==> src/wb_host_pkg.sv <==
// ----------------------------------------
// wishbone host package: address map,
// register indices, bus and control structs
// ----------------------------------------
package wb_host_pkg;

   // ----------------------------------------
   // bus widths
   // ----------------------------------------
   localparam int WB_AW = 32;   // address width
   localparam int WB_DW = 32;   // data width
   localparam int WB_SW = 4;    // byte selects

   // ----------------------------------------
   // address map
   // ----------------------------------------
   // adr[23] set -> local register space, else downstream slave
   localparam int REG_SEL_BIT = 23;

   // top byte of forwarded address comes from the bank register
   localparam int BANK_W   = 8;
   localparam int BANK_LSB = 24;

   // register index sits in adr[3:2], word aligned
   localparam int REG_IDX_LSB = 2;

   localparam logic [1:0] REG_GLB  = 2'd0;  // global control
   localparam logic [1:0] REG_BANK = 2'd1;  // address bank
   localparam logic [1:0] REG_CLK1 = 2'd2;  // clock control word 1
   localparam logic [1:0] REG_CLK2 = 2'd3;  // clock control word 2

   localparam int DIV_RATIO_W = 3;  // downstream clock divider ratio

   // ----------------------------------------
   // bus structs
   // ----------------------------------------
   // wishbone classic request, master side
   typedef struct packed {
      logic             cyc;
      logic             stb;
      logic             we;
      logic [WB_AW-1:0] adr;
      logic [WB_DW-1:0] dat;
      logic [WB_SW-1:0] sel;
   } wb_req_t;

   // wishbone classic response
   typedef struct packed {
      logic [WB_DW-1:0] dat;
      logic             ack;
      logic             err;
   } wb_rsp_t;

   // register 0 layout, msb first
   typedef struct packed {
      logic [19:0]            spare_hi;    // bits 31:12
      logic                   clk_div_en;  // bit 11, use divided clock
      logic [DIV_RATIO_W-1:0] clk_ratio;   // bits 10:8
      logic [5:0]             spare_lo;    // bits 7:2
      logic                   bist_rst_n;  // bit 1
      logic                   wb_rst_n;    // bit 0
   } host_glb_t;

endpackage

==> src/wb_clk_div.sv <==
// ----------------------------------------
// downstream clock divider and clock select
// ----------------------------------------
`timescale 1ns/1ps

module wb_clk_div (
   input  logic                                 wbm_clk_i,
   input  logic                                 wbm_rst_n,
   input  logic [wb_host_pkg::DIV_RATIO_W-1:0]  ratio_i,    // half period minus 1
   input  logic                                 div_en_i,   // 1 selects divided clock
   output logic                                 wbs_clk_out_o
);

   // ----------------------------------------
   // local declarations
   // ----------------------------------------
   logic [wb_host_pkg::DIV_RATIO_W-1:0]  ratio_q;   // last seen ratio
   logic [wb_host_pkg::DIV_RATIO_W-1:0]  cnt_q;     // cycles in current half period
   logic                                 clk_div_q; // divided clock
   logic                                 ratio_chg;

   assign ratio_chg = (ratio_i != ratio_q);

   // ----------------------------------------
   // half-period counter
   // ----------------------------------------
   always_ff @(posedge wbm_clk_i or negedge wbm_rst_n)
   begin
      if (!wbm_rst_n)
      begin
         ratio_q   <= '0;
         cnt_q     <= '0;
         clk_div_q <= 1'b0;
      end
      else if (ratio_chg)
      begin
         // new ratio, restart from low
         ratio_q   <= ratio_i;
         cnt_q     <= '0;
         clk_div_q <= 1'b0;
      end
      else if (cnt_q == ratio_q)
      begin
         cnt_q     <= '0;
         clk_div_q <= ~clk_div_q;   // toggle every ratio+1 cycles
      end
      else
      begin
         cnt_q <= cnt_q + 1'b1;
      end
   end

   // ----------------------------------------
   // clock select
   // ----------------------------------------
   // div off -> straight input clock, as after reset
   assign wbs_clk_out_o = div_en_i ? clk_div_q : wbm_clk_i;

   // ----------------------------------------
   // assertions
   // ----------------------------------------
   // counter wraps at the ratio, even across a ratio change
   a_cnt_range: assert property (@(posedge wbm_clk_i) disable iff (!wbm_rst_n)
      cnt_q <= ratio_q);

endmodule

==> src/wb_host.sv <==
// ----------------------------------------
// wishbone host top: request path, local
// registers, downstream clock divider
// ----------------------------------------
`timescale 1ns/1ps

module wb_host (
   input  logic                            wbm_clk_i,
   input  logic                            wbm_rst_n,

   // master port
   input  wb_host_pkg::wb_req_t            wbm_req_i,
   output wb_host_pkg::wb_rsp_t            wbm_rsp_o,

   // slave port
   output wb_host_pkg::wb_req_t            wbs_req_o,
   input  wb_host_pkg::wb_rsp_t            wbs_rsp_i,
   output logic                            wbs_clk_out_o,   // downstream clock

   // software controls
   output logic                            wbd_int_rst_n_o, // glb bit 0
   output logic                            bist_rst_n_o,    // glb bit 1
   output logic [wb_host_pkg::WB_DW-1:0]   cfg_clk_ctrl1_o,
   output logic [wb_host_pkg::WB_DW-1:0]   cfg_clk_ctrl2_o
);

   // ----------------------------------------
   // internal wires
   // ----------------------------------------
   wb_host_pkg::wb_req_t            reg_req;   // path -> regs
   wb_host_pkg::wb_rsp_t            reg_rsp;   // regs -> path
   wb_host_pkg::host_glb_t          glb;       // global control
   logic [wb_host_pkg::BANK_W-1:0]  bank;      // address bank

   // ----------------------------------------
   // request stage and response register
   // ----------------------------------------
   wb_host_path u_path (
      .wbm_clk_i  (wbm_clk_i),
      .wbm_rst_n  (wbm_rst_n),
      .wbm_req_i  (wbm_req_i),
      .wbm_rsp_o  (wbm_rsp_o),
      .wbs_req_o  (wbs_req_o),
      .wbs_rsp_i  (wbs_rsp_i),
      .reg_req_o  (reg_req),
      .reg_rsp_i  (reg_rsp),
      .bank_i     (bank)
   );

   // ----------------------------------------
   // local registers
   // ----------------------------------------
   wb_host_regs u_regs (
      .wbm_clk_i    (wbm_clk_i),
      .wbm_rst_n    (wbm_rst_n),
      .reg_req_i    (reg_req),
      .reg_rsp_o    (reg_rsp),
      .glb_o        (glb),
      .bank_o       (bank),
      .clk_ctrl1_o  (cfg_clk_ctrl1_o),  // passed straight out
      .clk_ctrl2_o  (cfg_clk_ctrl2_o)
   );

   // ----------------------------------------
   // downstream clock
   // ----------------------------------------
   wb_clk_div u_clk_div (
      .wbm_clk_i      (wbm_clk_i),
      .wbm_rst_n      (wbm_rst_n),
      .ratio_i        (glb.clk_ratio),
      .div_en_i       (glb.clk_div_en),
      .wbs_clk_out_o  (wbs_clk_out_o)
   );

   // software resets for the user area, low after reset
   assign wbd_int_rst_n_o = glb.wb_rst_n;
   assign bist_rst_n_o    = glb.bist_rst_n;

endmodule

==> src/wb_host_path.sv <==
// ----------------------------------------
// request stage: local/slave select, bank
// address forming, registered response
// ----------------------------------------
`timescale 1ns/1ps

module wb_host_path (
   input  logic                            wbm_clk_i,
   input  logic                            wbm_rst_n,
   input  wb_host_pkg::wb_req_t            wbm_req_i,   // from external master
   output wb_host_pkg::wb_rsp_t            wbm_rsp_o,
   output wb_host_pkg::wb_req_t            wbs_req_o,   // to downstream slave
   input  wb_host_pkg::wb_rsp_t            wbs_rsp_i,
   output wb_host_pkg::wb_req_t            reg_req_o,   // to local registers
   input  wb_host_pkg::wb_rsp_t            reg_rsp_i,
   input  logic [wb_host_pkg::BANK_W-1:0]  bank_i
);

   // ----------------------------------------
   // local declarations
   // ----------------------------------------
   logic                            req_q;     // pending request, strobe delayed 1 cycle
   logic                            adr_loc;   // address hits local space
   logic                            loc_sel;   // local strobe
   logic                            slv_sel;   // slave strobe
   logic                            ack_int;   // unregistered ack, either side
   logic                            err_int;
   logic [wb_host_pkg::WB_DW-1:0]   dat_int;
   logic                            ack_q;
   logic                            err_q;
   logic [wb_host_pkg::WB_DW-1:0]   dat_q;     // last acknowledged data

   // ----------------------------------------
   // request split
   // ----------------------------------------
   assign adr_loc = wbm_req_i.adr[wb_host_pkg::REG_SEL_BIT];
   assign loc_sel = req_q & adr_loc;
   assign slv_sel = req_q & ~adr_loc;

   // register side sees the master request with its own strobe
   always_comb
   begin
      reg_req_o     = wbm_req_i;
      reg_req_o.stb = loc_sel;
   end

   // slave side, top byte swapped for the bank
   always_comb
   begin
      wbs_req_o     = wbm_req_i;
      wbs_req_o.cyc = wbm_req_i.cyc & ~adr_loc;
      wbs_req_o.stb = slv_sel;
      wbs_req_o.adr = {bank_i, wbm_req_i.adr[wb_host_pkg::BANK_LSB-1:0]};
   end

   // ----------------------------------------
   // response select
   // ----------------------------------------
   // gate by the active side so a stray ack is ignored
   assign ack_int = (loc_sel & reg_rsp_i.ack) | (slv_sel & wbs_rsp_i.ack);
   assign err_int = slv_sel & wbs_rsp_i.err;            // local never errors
   assign dat_int = loc_sel ? reg_rsp_i.dat : wbs_rsp_i.dat;

   // ----------------------------------------
   // pending flag and registered response
   // ----------------------------------------
   always_ff @(posedge wbm_clk_i or negedge wbm_rst_n)
   begin
      if (!wbm_rst_n)
      begin
         req_q <= 1'b0;
         ack_q <= 1'b0;
         err_q <= 1'b0;
      end
      else
      begin
         // no new request while either ack is up
         req_q <= wbm_req_i.cyc & wbm_req_i.stb & ~ack_q & ~ack_int;
         ack_q <= ack_int;
         err_q <= err_int;
      end
   end

   // hold data between accesses
   always_ff @(posedge wbm_clk_i)
   begin
      if (ack_int)
         dat_q <= dat_int;
   end

   always_comb
   begin
      wbm_rsp_o.dat = dat_q;
      wbm_rsp_o.ack = ack_q;
      wbm_rsp_o.err = err_q;
   end

   // ----------------------------------------
   // assertions
   // ----------------------------------------
   // one target per access, the strobe never hops sides
   a_sel_onehot: assert property (@(posedge wbm_clk_i) disable iff (!wbm_rst_n)
      !((reg_req_o.stb || $past(reg_req_o.stb)) &&
        (wbs_req_o.stb || $past(wbs_req_o.stb))));

endmodule

==> src/wb_host_regs.sv <==
// ----------------------------------------
// local register block: decode, global,
// bank and clock-control registers, read mux
// ----------------------------------------
`timescale 1ns/1ps

module wb_host_regs (
   input  logic                            wbm_clk_i,
   input  logic                            wbm_rst_n,
   input  wb_host_pkg::wb_req_t            reg_req_i,    // stb is the local select
   output wb_host_pkg::wb_rsp_t            reg_rsp_o,
   output wb_host_pkg::host_glb_t          glb_o,
   output logic [wb_host_pkg::BANK_W-1:0]  bank_o,
   output logic [wb_host_pkg::WB_DW-1:0]   clk_ctrl1_o,
   output logic [wb_host_pkg::WB_DW-1:0]   clk_ctrl2_o
);

   // ----------------------------------------
   // local declarations
   // ----------------------------------------
   logic [1:0]                      reg_idx;    // word index from adr[3:2]
   logic                            wr_en;      // write, first cycle only
   logic                            rd_en;      // read, first cycle only
   logic [wb_host_pkg::WB_DW-1:0]   rd_mux;
   logic [wb_host_pkg::WB_DW-1:0]   rd_dat_q;   // captured read data
   logic                            ack_q;

   wb_host_pkg::host_glb_t          glb_q;
   logic [wb_host_pkg::BANK_W-1:0]  bank_q;
   logic [wb_host_pkg::WB_DW-1:0]   ctrl1_q;
   logic [wb_host_pkg::WB_DW-1:0]   ctrl2_q;

   // ----------------------------------------
   // decode
   // ----------------------------------------
   assign reg_idx = reg_req_i.adr[wb_host_pkg::REG_IDX_LSB +: 2];

   // strobe stays up through the ack cycle, so block the repeat
   assign wr_en = reg_req_i.stb & reg_req_i.we & ~ack_q;
   assign rd_en = reg_req_i.stb & ~reg_req_i.we & ~ack_q;

   // single-cycle ack per access
   always_ff @(posedge wbm_clk_i or negedge wbm_rst_n)
   begin
      if (!wbm_rst_n)
         ack_q <= 1'b0;
      else
         ack_q <= reg_req_i.stb & ~ack_q;
   end

   // ----------------------------------------
   // register writes
   // ----------------------------------------
   always_ff @(posedge wbm_clk_i or negedge wbm_rst_n)
   begin
      if (!wbm_rst_n)
      begin
         glb_q   <= '0;   // both reset outputs held low
         bank_q  <= '0;
         ctrl1_q <= '0;
         ctrl2_q <= '0;
      end
      else if (wr_en)
      begin
         case (reg_idx)
            wb_host_pkg::REG_GLB:
            begin
               // byte lanes under sel
               for (int b = 0; b < wb_host_pkg::WB_SW; b++)
               begin
                  if (reg_req_i.sel[b])
                     glb_q[8*b +: 8] <= reg_req_i.dat[8*b +: 8];
               end
            end
            wb_host_pkg::REG_BANK:
               bank_q <= reg_req_i.dat[wb_host_pkg::BANK_W-1:0];  // low byte only
            wb_host_pkg::REG_CLK1:
               ctrl1_q <= reg_req_i.dat;   // full word, sel ignored
            default:
               ctrl2_q <= reg_req_i.dat;   // REG_CLK2
         endcase
      end
   end

   // ----------------------------------------
   // read path
   // ----------------------------------------
   always_comb
   begin
      case (reg_idx)
         wb_host_pkg::REG_GLB:  rd_mux = glb_q;
         wb_host_pkg::REG_BANK:
            rd_mux = {{(wb_host_pkg::WB_DW - wb_host_pkg::BANK_W){1'b0}}, bank_q};
         wb_host_pkg::REG_CLK1: rd_mux = ctrl1_q;
         default:               rd_mux = ctrl2_q;
      endcase
   end

   // data lines up with ack
   always_ff @(posedge wbm_clk_i)
   begin
      if (rd_en)
         rd_dat_q <= rd_mux;
   end

   always_comb
   begin
      reg_rsp_o.dat = rd_dat_q;
      reg_rsp_o.ack = ack_q;
      reg_rsp_o.err = 1'b0;        // local space never errors
   end

   assign glb_o       = glb_q;
   assign bank_o      = bank_q;
   assign clk_ctrl1_o = ctrl1_q;
   assign clk_ctrl2_o = ctrl2_q;

   // ----------------------------------------
   // assertions
   // ----------------------------------------
   // strobe gone the cycle after ack, so no second ack
   a_ack_pulse: assert property (@(posedge wbm_clk_i) disable iff (!wbm_rst_n)
      ack_q |=> !ack_q && !reg_req_i.stb);

   // ack answers a fresh strobe, one cycle after it rose
   a_ack_after_stb: assert property (@(posedge wbm_clk_i) disable iff (!wbm_rst_n)
      ack_q |-> $past(reg_req_i.stb) && !$past(reg_req_i.stb, 2));

endmodule
==> config.mk <==
export PLATFORM = sky130hd
export DESIGN_NAME = wb_host
export DESIGN_NICKNAME = d
export VERILOG_FILES = /design/src/wb_host_pkg.sv /design/src/wb_clk_div.sv /design/src/wb_host.sv /design/src/wb_host_path.sv /design/src/wb_host_regs.sv
export SDC_FILE = /design/constraint.sdc
export NUM_CORES = 1
export LEC_CHECK = 0
export ABC_AREA = 1
export BUFFER_PORTS_ARGS = -buffer_cell sky130_fd_sc_hd__buf_2
export CORE_MARGIN = 4
export CORE_UTILIZATION = 50
export DETAILED_ROUTE_END_ITERATION = 16
export PLACE_DENSITY = 0.77
export SYNTH_ARGS = -nofsm -noshare
export SYNTH_HDL_FRONTEND = slang
export SYNTH_SLANG_ARGS = --single-unit
==> constraint.sdc <==
create_clock -name wbm_clk_i -period 3.9 [get_ports wbm_clk_i]
set_input_delay 0.585 -clock wbm_clk_i [delete_from_list [all_inputs] [get_ports wbm_clk_i]]
set_output_delay 0.585 -clock wbm_clk_i [all_outputs]
set_load 0.03 [all_outputs]
# ---- Yosys cells after proc, flatten, opt, wreduce, memory -nomap -nowiden
# Index checks and enable logic that the tools add are counted.
dict set report totals {
  reg_bits 179
  in_bits 107
  output_inout_bits 172
  word_cells 64
}
dict set report op_classes {
  add_sub_neg 1
  eq_ne 4
  muxes 7
  bitwise_logic 22
  n_reduce_logical 10
}
# operator n
set ops {}
lappend ops {{32-bit case mux with 3 select lines} 1}
lappend ops {{32-bit 2-to-1 mux} 1}
lappend ops {{1-bit bitwise AND} 14}
lappend ops {{3-bit AND reduction} 4}
lappend ops {{1-bit NOT} 7}
lappend ops {{3-bit 2-to-1 mux} 2}
lappend ops {{2-bit AND reduction} 3}
lappend ops {{3-bit by 1-bit adder with 3-bit output (second input constant)} 1}
lappend ops {{3-bit equality test} 1}
lappend ops {{1-bit 2-to-1 mux} 3}
lappend ops {{3-bit != test} 1}
lappend ops {{3-bit OR reduction} 1}
lappend ops {{2-bit by 1-bit equality test with 1-bit output (second input constant)} 1}
lappend ops {{2-bit equality test (second input constant)} 1}
lappend ops {{2-bit zero test} 1}
lappend ops {{2-bit nonzero test} 1}
lappend ops {{1-bit OR} 1}

# ---- Longest topological paths before layout
dict set report depth {
  word_depth 6
  ltp_mapped 7
  depth_no_buf 7
}

# ---- Hierarchy
# A second synthesis with hierarchy kept.
dict set report hier_totals {
  cells_unflattened 940
  hier_area_um2 8647.0
}
# module n_inst cells_each area_each_um2
set by_module_without_submodules {}
lappend by_module_without_submodules {wb_host_regs 1 602 5680.4}
lappend by_module_without_submodules {wb_host_path 1 293 2612.5}
lappend by_module_without_submodules {wb_clk_div 1 45 354.1}

==> results.toml <==
[cells_and_area]
multiInputGateArea_mm2 = 0.00212
regArea_mm2 = 0.00480
fillers = 1282
final_nets = 1018
drive_gt1_frac = 0.338
fin_cells = 1111
diodes = 0
area_delta_synth_final_pct = 19.9

[setup_path]
worstSetupPathDepth = 5
required_ns = 3.31
crit_path_cell_trace = "clkbuf_16 -> clkbuf_16 -> nor2_1 -> a21oi_1 -> buf_2"
end_kind = "output port"
critPathMaxStageDelay_ns = 0.18
r2r_cells = 4
path_buf_inv = 3
crit_family = "buffers and inverters"
setup.worst_path.start_class = "clock port"
worstPathMaxFanout = 2
critical_path_class = "clk2out"
arrival_ns = 2.51
crit_top_cell = "clkbuf_16"
crit_slowest_cell = "buf_2"

[outcome]
status = "completed"

[logic_synthesis]
synth-xor-area-share = 0.00456
synthesis.area_mm2 = 0.00768
synth-simple-area-share = 0.151
syn-num-nets = 856
ys_types = 24
postSynthAreaPerCell_um2 = 10.3
ys_seq_area_frac = 0.625
ys_seq_elements = 179
synth_fa_ha_area_frac = 0.00163
async_reset_ff_frac = 0.642
muxShareOfSynthArea = 0.0469
ys.flop_type = "dfrtp_1"
synth_compound_area_frac = 0.0684
synth_edf_count = 64
synth_top_family_by_area = "simple AND/OR/NAND/NOR gates"
syn_inst = 748
yosysWarnings = 0

[power_and_ir_drop]
p_leak_nw = 4.52
peakVddDrop_mv = 0.338
p_switching_mw = 1.60
clockPowerShare = 0.365
power.share.sequential = 0.449
combPwrFrac = 0.186
internal-power_mw = 3.58
power_density_mw_per_mm2 = 563
sw_frac_of_total = 0.309

[run]
cap_violations = 0

[die]
io_pins = 279
die_x_um = 132
start_util = 0.507
rows = 45
die_area_mm2 = 0.0174
fp.dieH_um = 132
core-area_mm2 = 0.0151

[sta]
setup_viol_count_final = 0
worstMarginPinSlew_ns = 1.19
hold_viol = 0
relSlewSlack = 0.207
drv_slew = 0
final.setup.tns_ns = 0
whs_ns = 0.0975
fin_worst_skew_ns = 0.0101
rsz0062_at_grt = "no"

[cts]
post_cts_buffers = 0
clock_latency_ns = 0.53
cts_tree = "done"
clk_pin_slew_ns = 0.06
holdBufCountCts = 0
ctsResizeCount = 0

[placement]
hpwl_um = 12600
io_buffers = 228
gp_congestion = 0.790
dp.cells = 1076

[drt]
wl_um = 18700
drc = 0
avgRoutedWirePerCell_um = 16.8
postRouteAntennaNets = 0
vias_per_cell = 5.11
vias = 5682
drtPass1Iterations = 5
drt_iter0_drc = 417

[grt]
grt_max_degree = 65
grt_pass1_vias = 5651
globalRoute.totalOverflow = 0
track_usage = 0.219
antenna_found_initial = 0
grt_pass1_wl_um = 29800

[worst_hold_path]
hp-class = "in2async"
==> path summary, 6_finish.rpt <==
path | endpoint | startpoint | slack (ns)
min reg2reg | u_path.req_q | u_path.ack_q | 0.44
max in group asynchronous | u_regs.glb_o[22] | wbm_rst_n | 3.01
max reg2reg | u_regs.clk_ctrl1_o[2] | u_path.req_q | 1.65
min in group wbm_clk_i | u_path.err_q | wbs_rsp_i[0] | 0.27
min | u_regs.clk_ctrl1_o[6] | wbm_rst_n | 0.1
max | wbs_clk_out_o | wbm_clk_i | 0.81
==> worst register-to-register path: stages, from the launching register on <==
cell     delay [ns]
dfrtp_1        0.39
nand2_2        0.21
nor3b_2        0.33
nand2_2        0.73
o21ai_0        0.48
==> metal layers <==
metal | GRT usage | up-vias | part of all wire
li1 | - | 2721 | -
met4 | 0.0770 | 0 | 0.014
met5 | 0 | - | 0
met2 | 0.368 | 194 | 0.52
met3 | 0.0550 | 27 | 0.055
met1 | 0.278 | 2740 | 0.42
==> cells by family after synthesis <==
group | after synthesis
AOI/OAI and AO/OA | 105
xor gates and xnor gates | 4
adders and majority gates | 1
buffers and inverters | 143
DFF | 179
muxes | 32
and+or+nand+nor | 284
==> final cells by class <==
type,count,area share
clock inverter,13,0.0162
sequential,179,0.521
timing repair buffer,235,0.132
clock buffer,23,0.0568
tap,188,0.0255
multi-input combinational,426,0.230
inverter,47,0.0192
==> stage by stage <==
step	utilization	instance area (um^2)	setup slack, ns	total power, mW
2_1_floorplan	-	7680	0.263	3.07
3_3_place_gp	0.564	8540	1.09	3.34
3_5_place_dp	0.564	8540	1.09	3.37
4_1_cts	0.608	9210	0.797	5.24
5_1_grt	0.608	9210	0.772	5.42
6_report	0.608	9210	0.809	5.19
==> sequential cells by signal, indices dropped and copies added, names as in the netlist <==
name,count
u_regs.glb_o,32
u_clk_div.clk_div_q,1
u_regs.bank_o,8
u_regs.clk_ctrl1_o,32
u_path.ack_q,1
u_regs.clk_ctrl2_o,32
u_regs.ack_q,1
u_clk_div.ratio_q,3
u_clk_div.cnt_q,3
u_path.err_q,1
u_path.dat_q,32
u_regs.rd_dat_q,32
u_path.req_q,1
==> placed cells by master (no fill, tap or decap), drive strengths merged, types with 4 or more instances in the layout <==
cell type,Yosys,routed
nor2,12,12
buf,70,236
mux2,32,32
clkinv,1,4
nand2,229,229
dfrtp,115,115
inv,46,51
nand3,26,26
clkbuf,26,22
edfxtp,64,64
o21ai,104,104
nand4,13,13
==> synth_stat cells (2+ instances only) <==
library cell	n	area, um^2
buf_4	64	480
nand4_1	13	81.3
mux2_2	32	360
buf_2	5	25.0
o21ai_0	104	521
xnor2_1	3	26.3
nand3_1	26	130
nand2_1	226	848
dfrtp_1	115	2880
nor3_1	2	10.0
clkbuf_1	26	97.6
nand2_2	3	18.8
nor2_1	10	37.5
edfxtp_1	64	1920
inv_1	46	173
==> power groups by stage <==
stage	clock [mW]	combinational (mW)	sequential [mW]
floorplan	0.0312	0.407	2.63
global placement	0.0402	0.946	2.35
detailed placement	0.0402	0.972	2.36
CTS	1.93	0.979	2.33
global route	2.01	1.05	2.36
finish	1.89	0.966	2.33
Power figures use the tool's default switching activity.
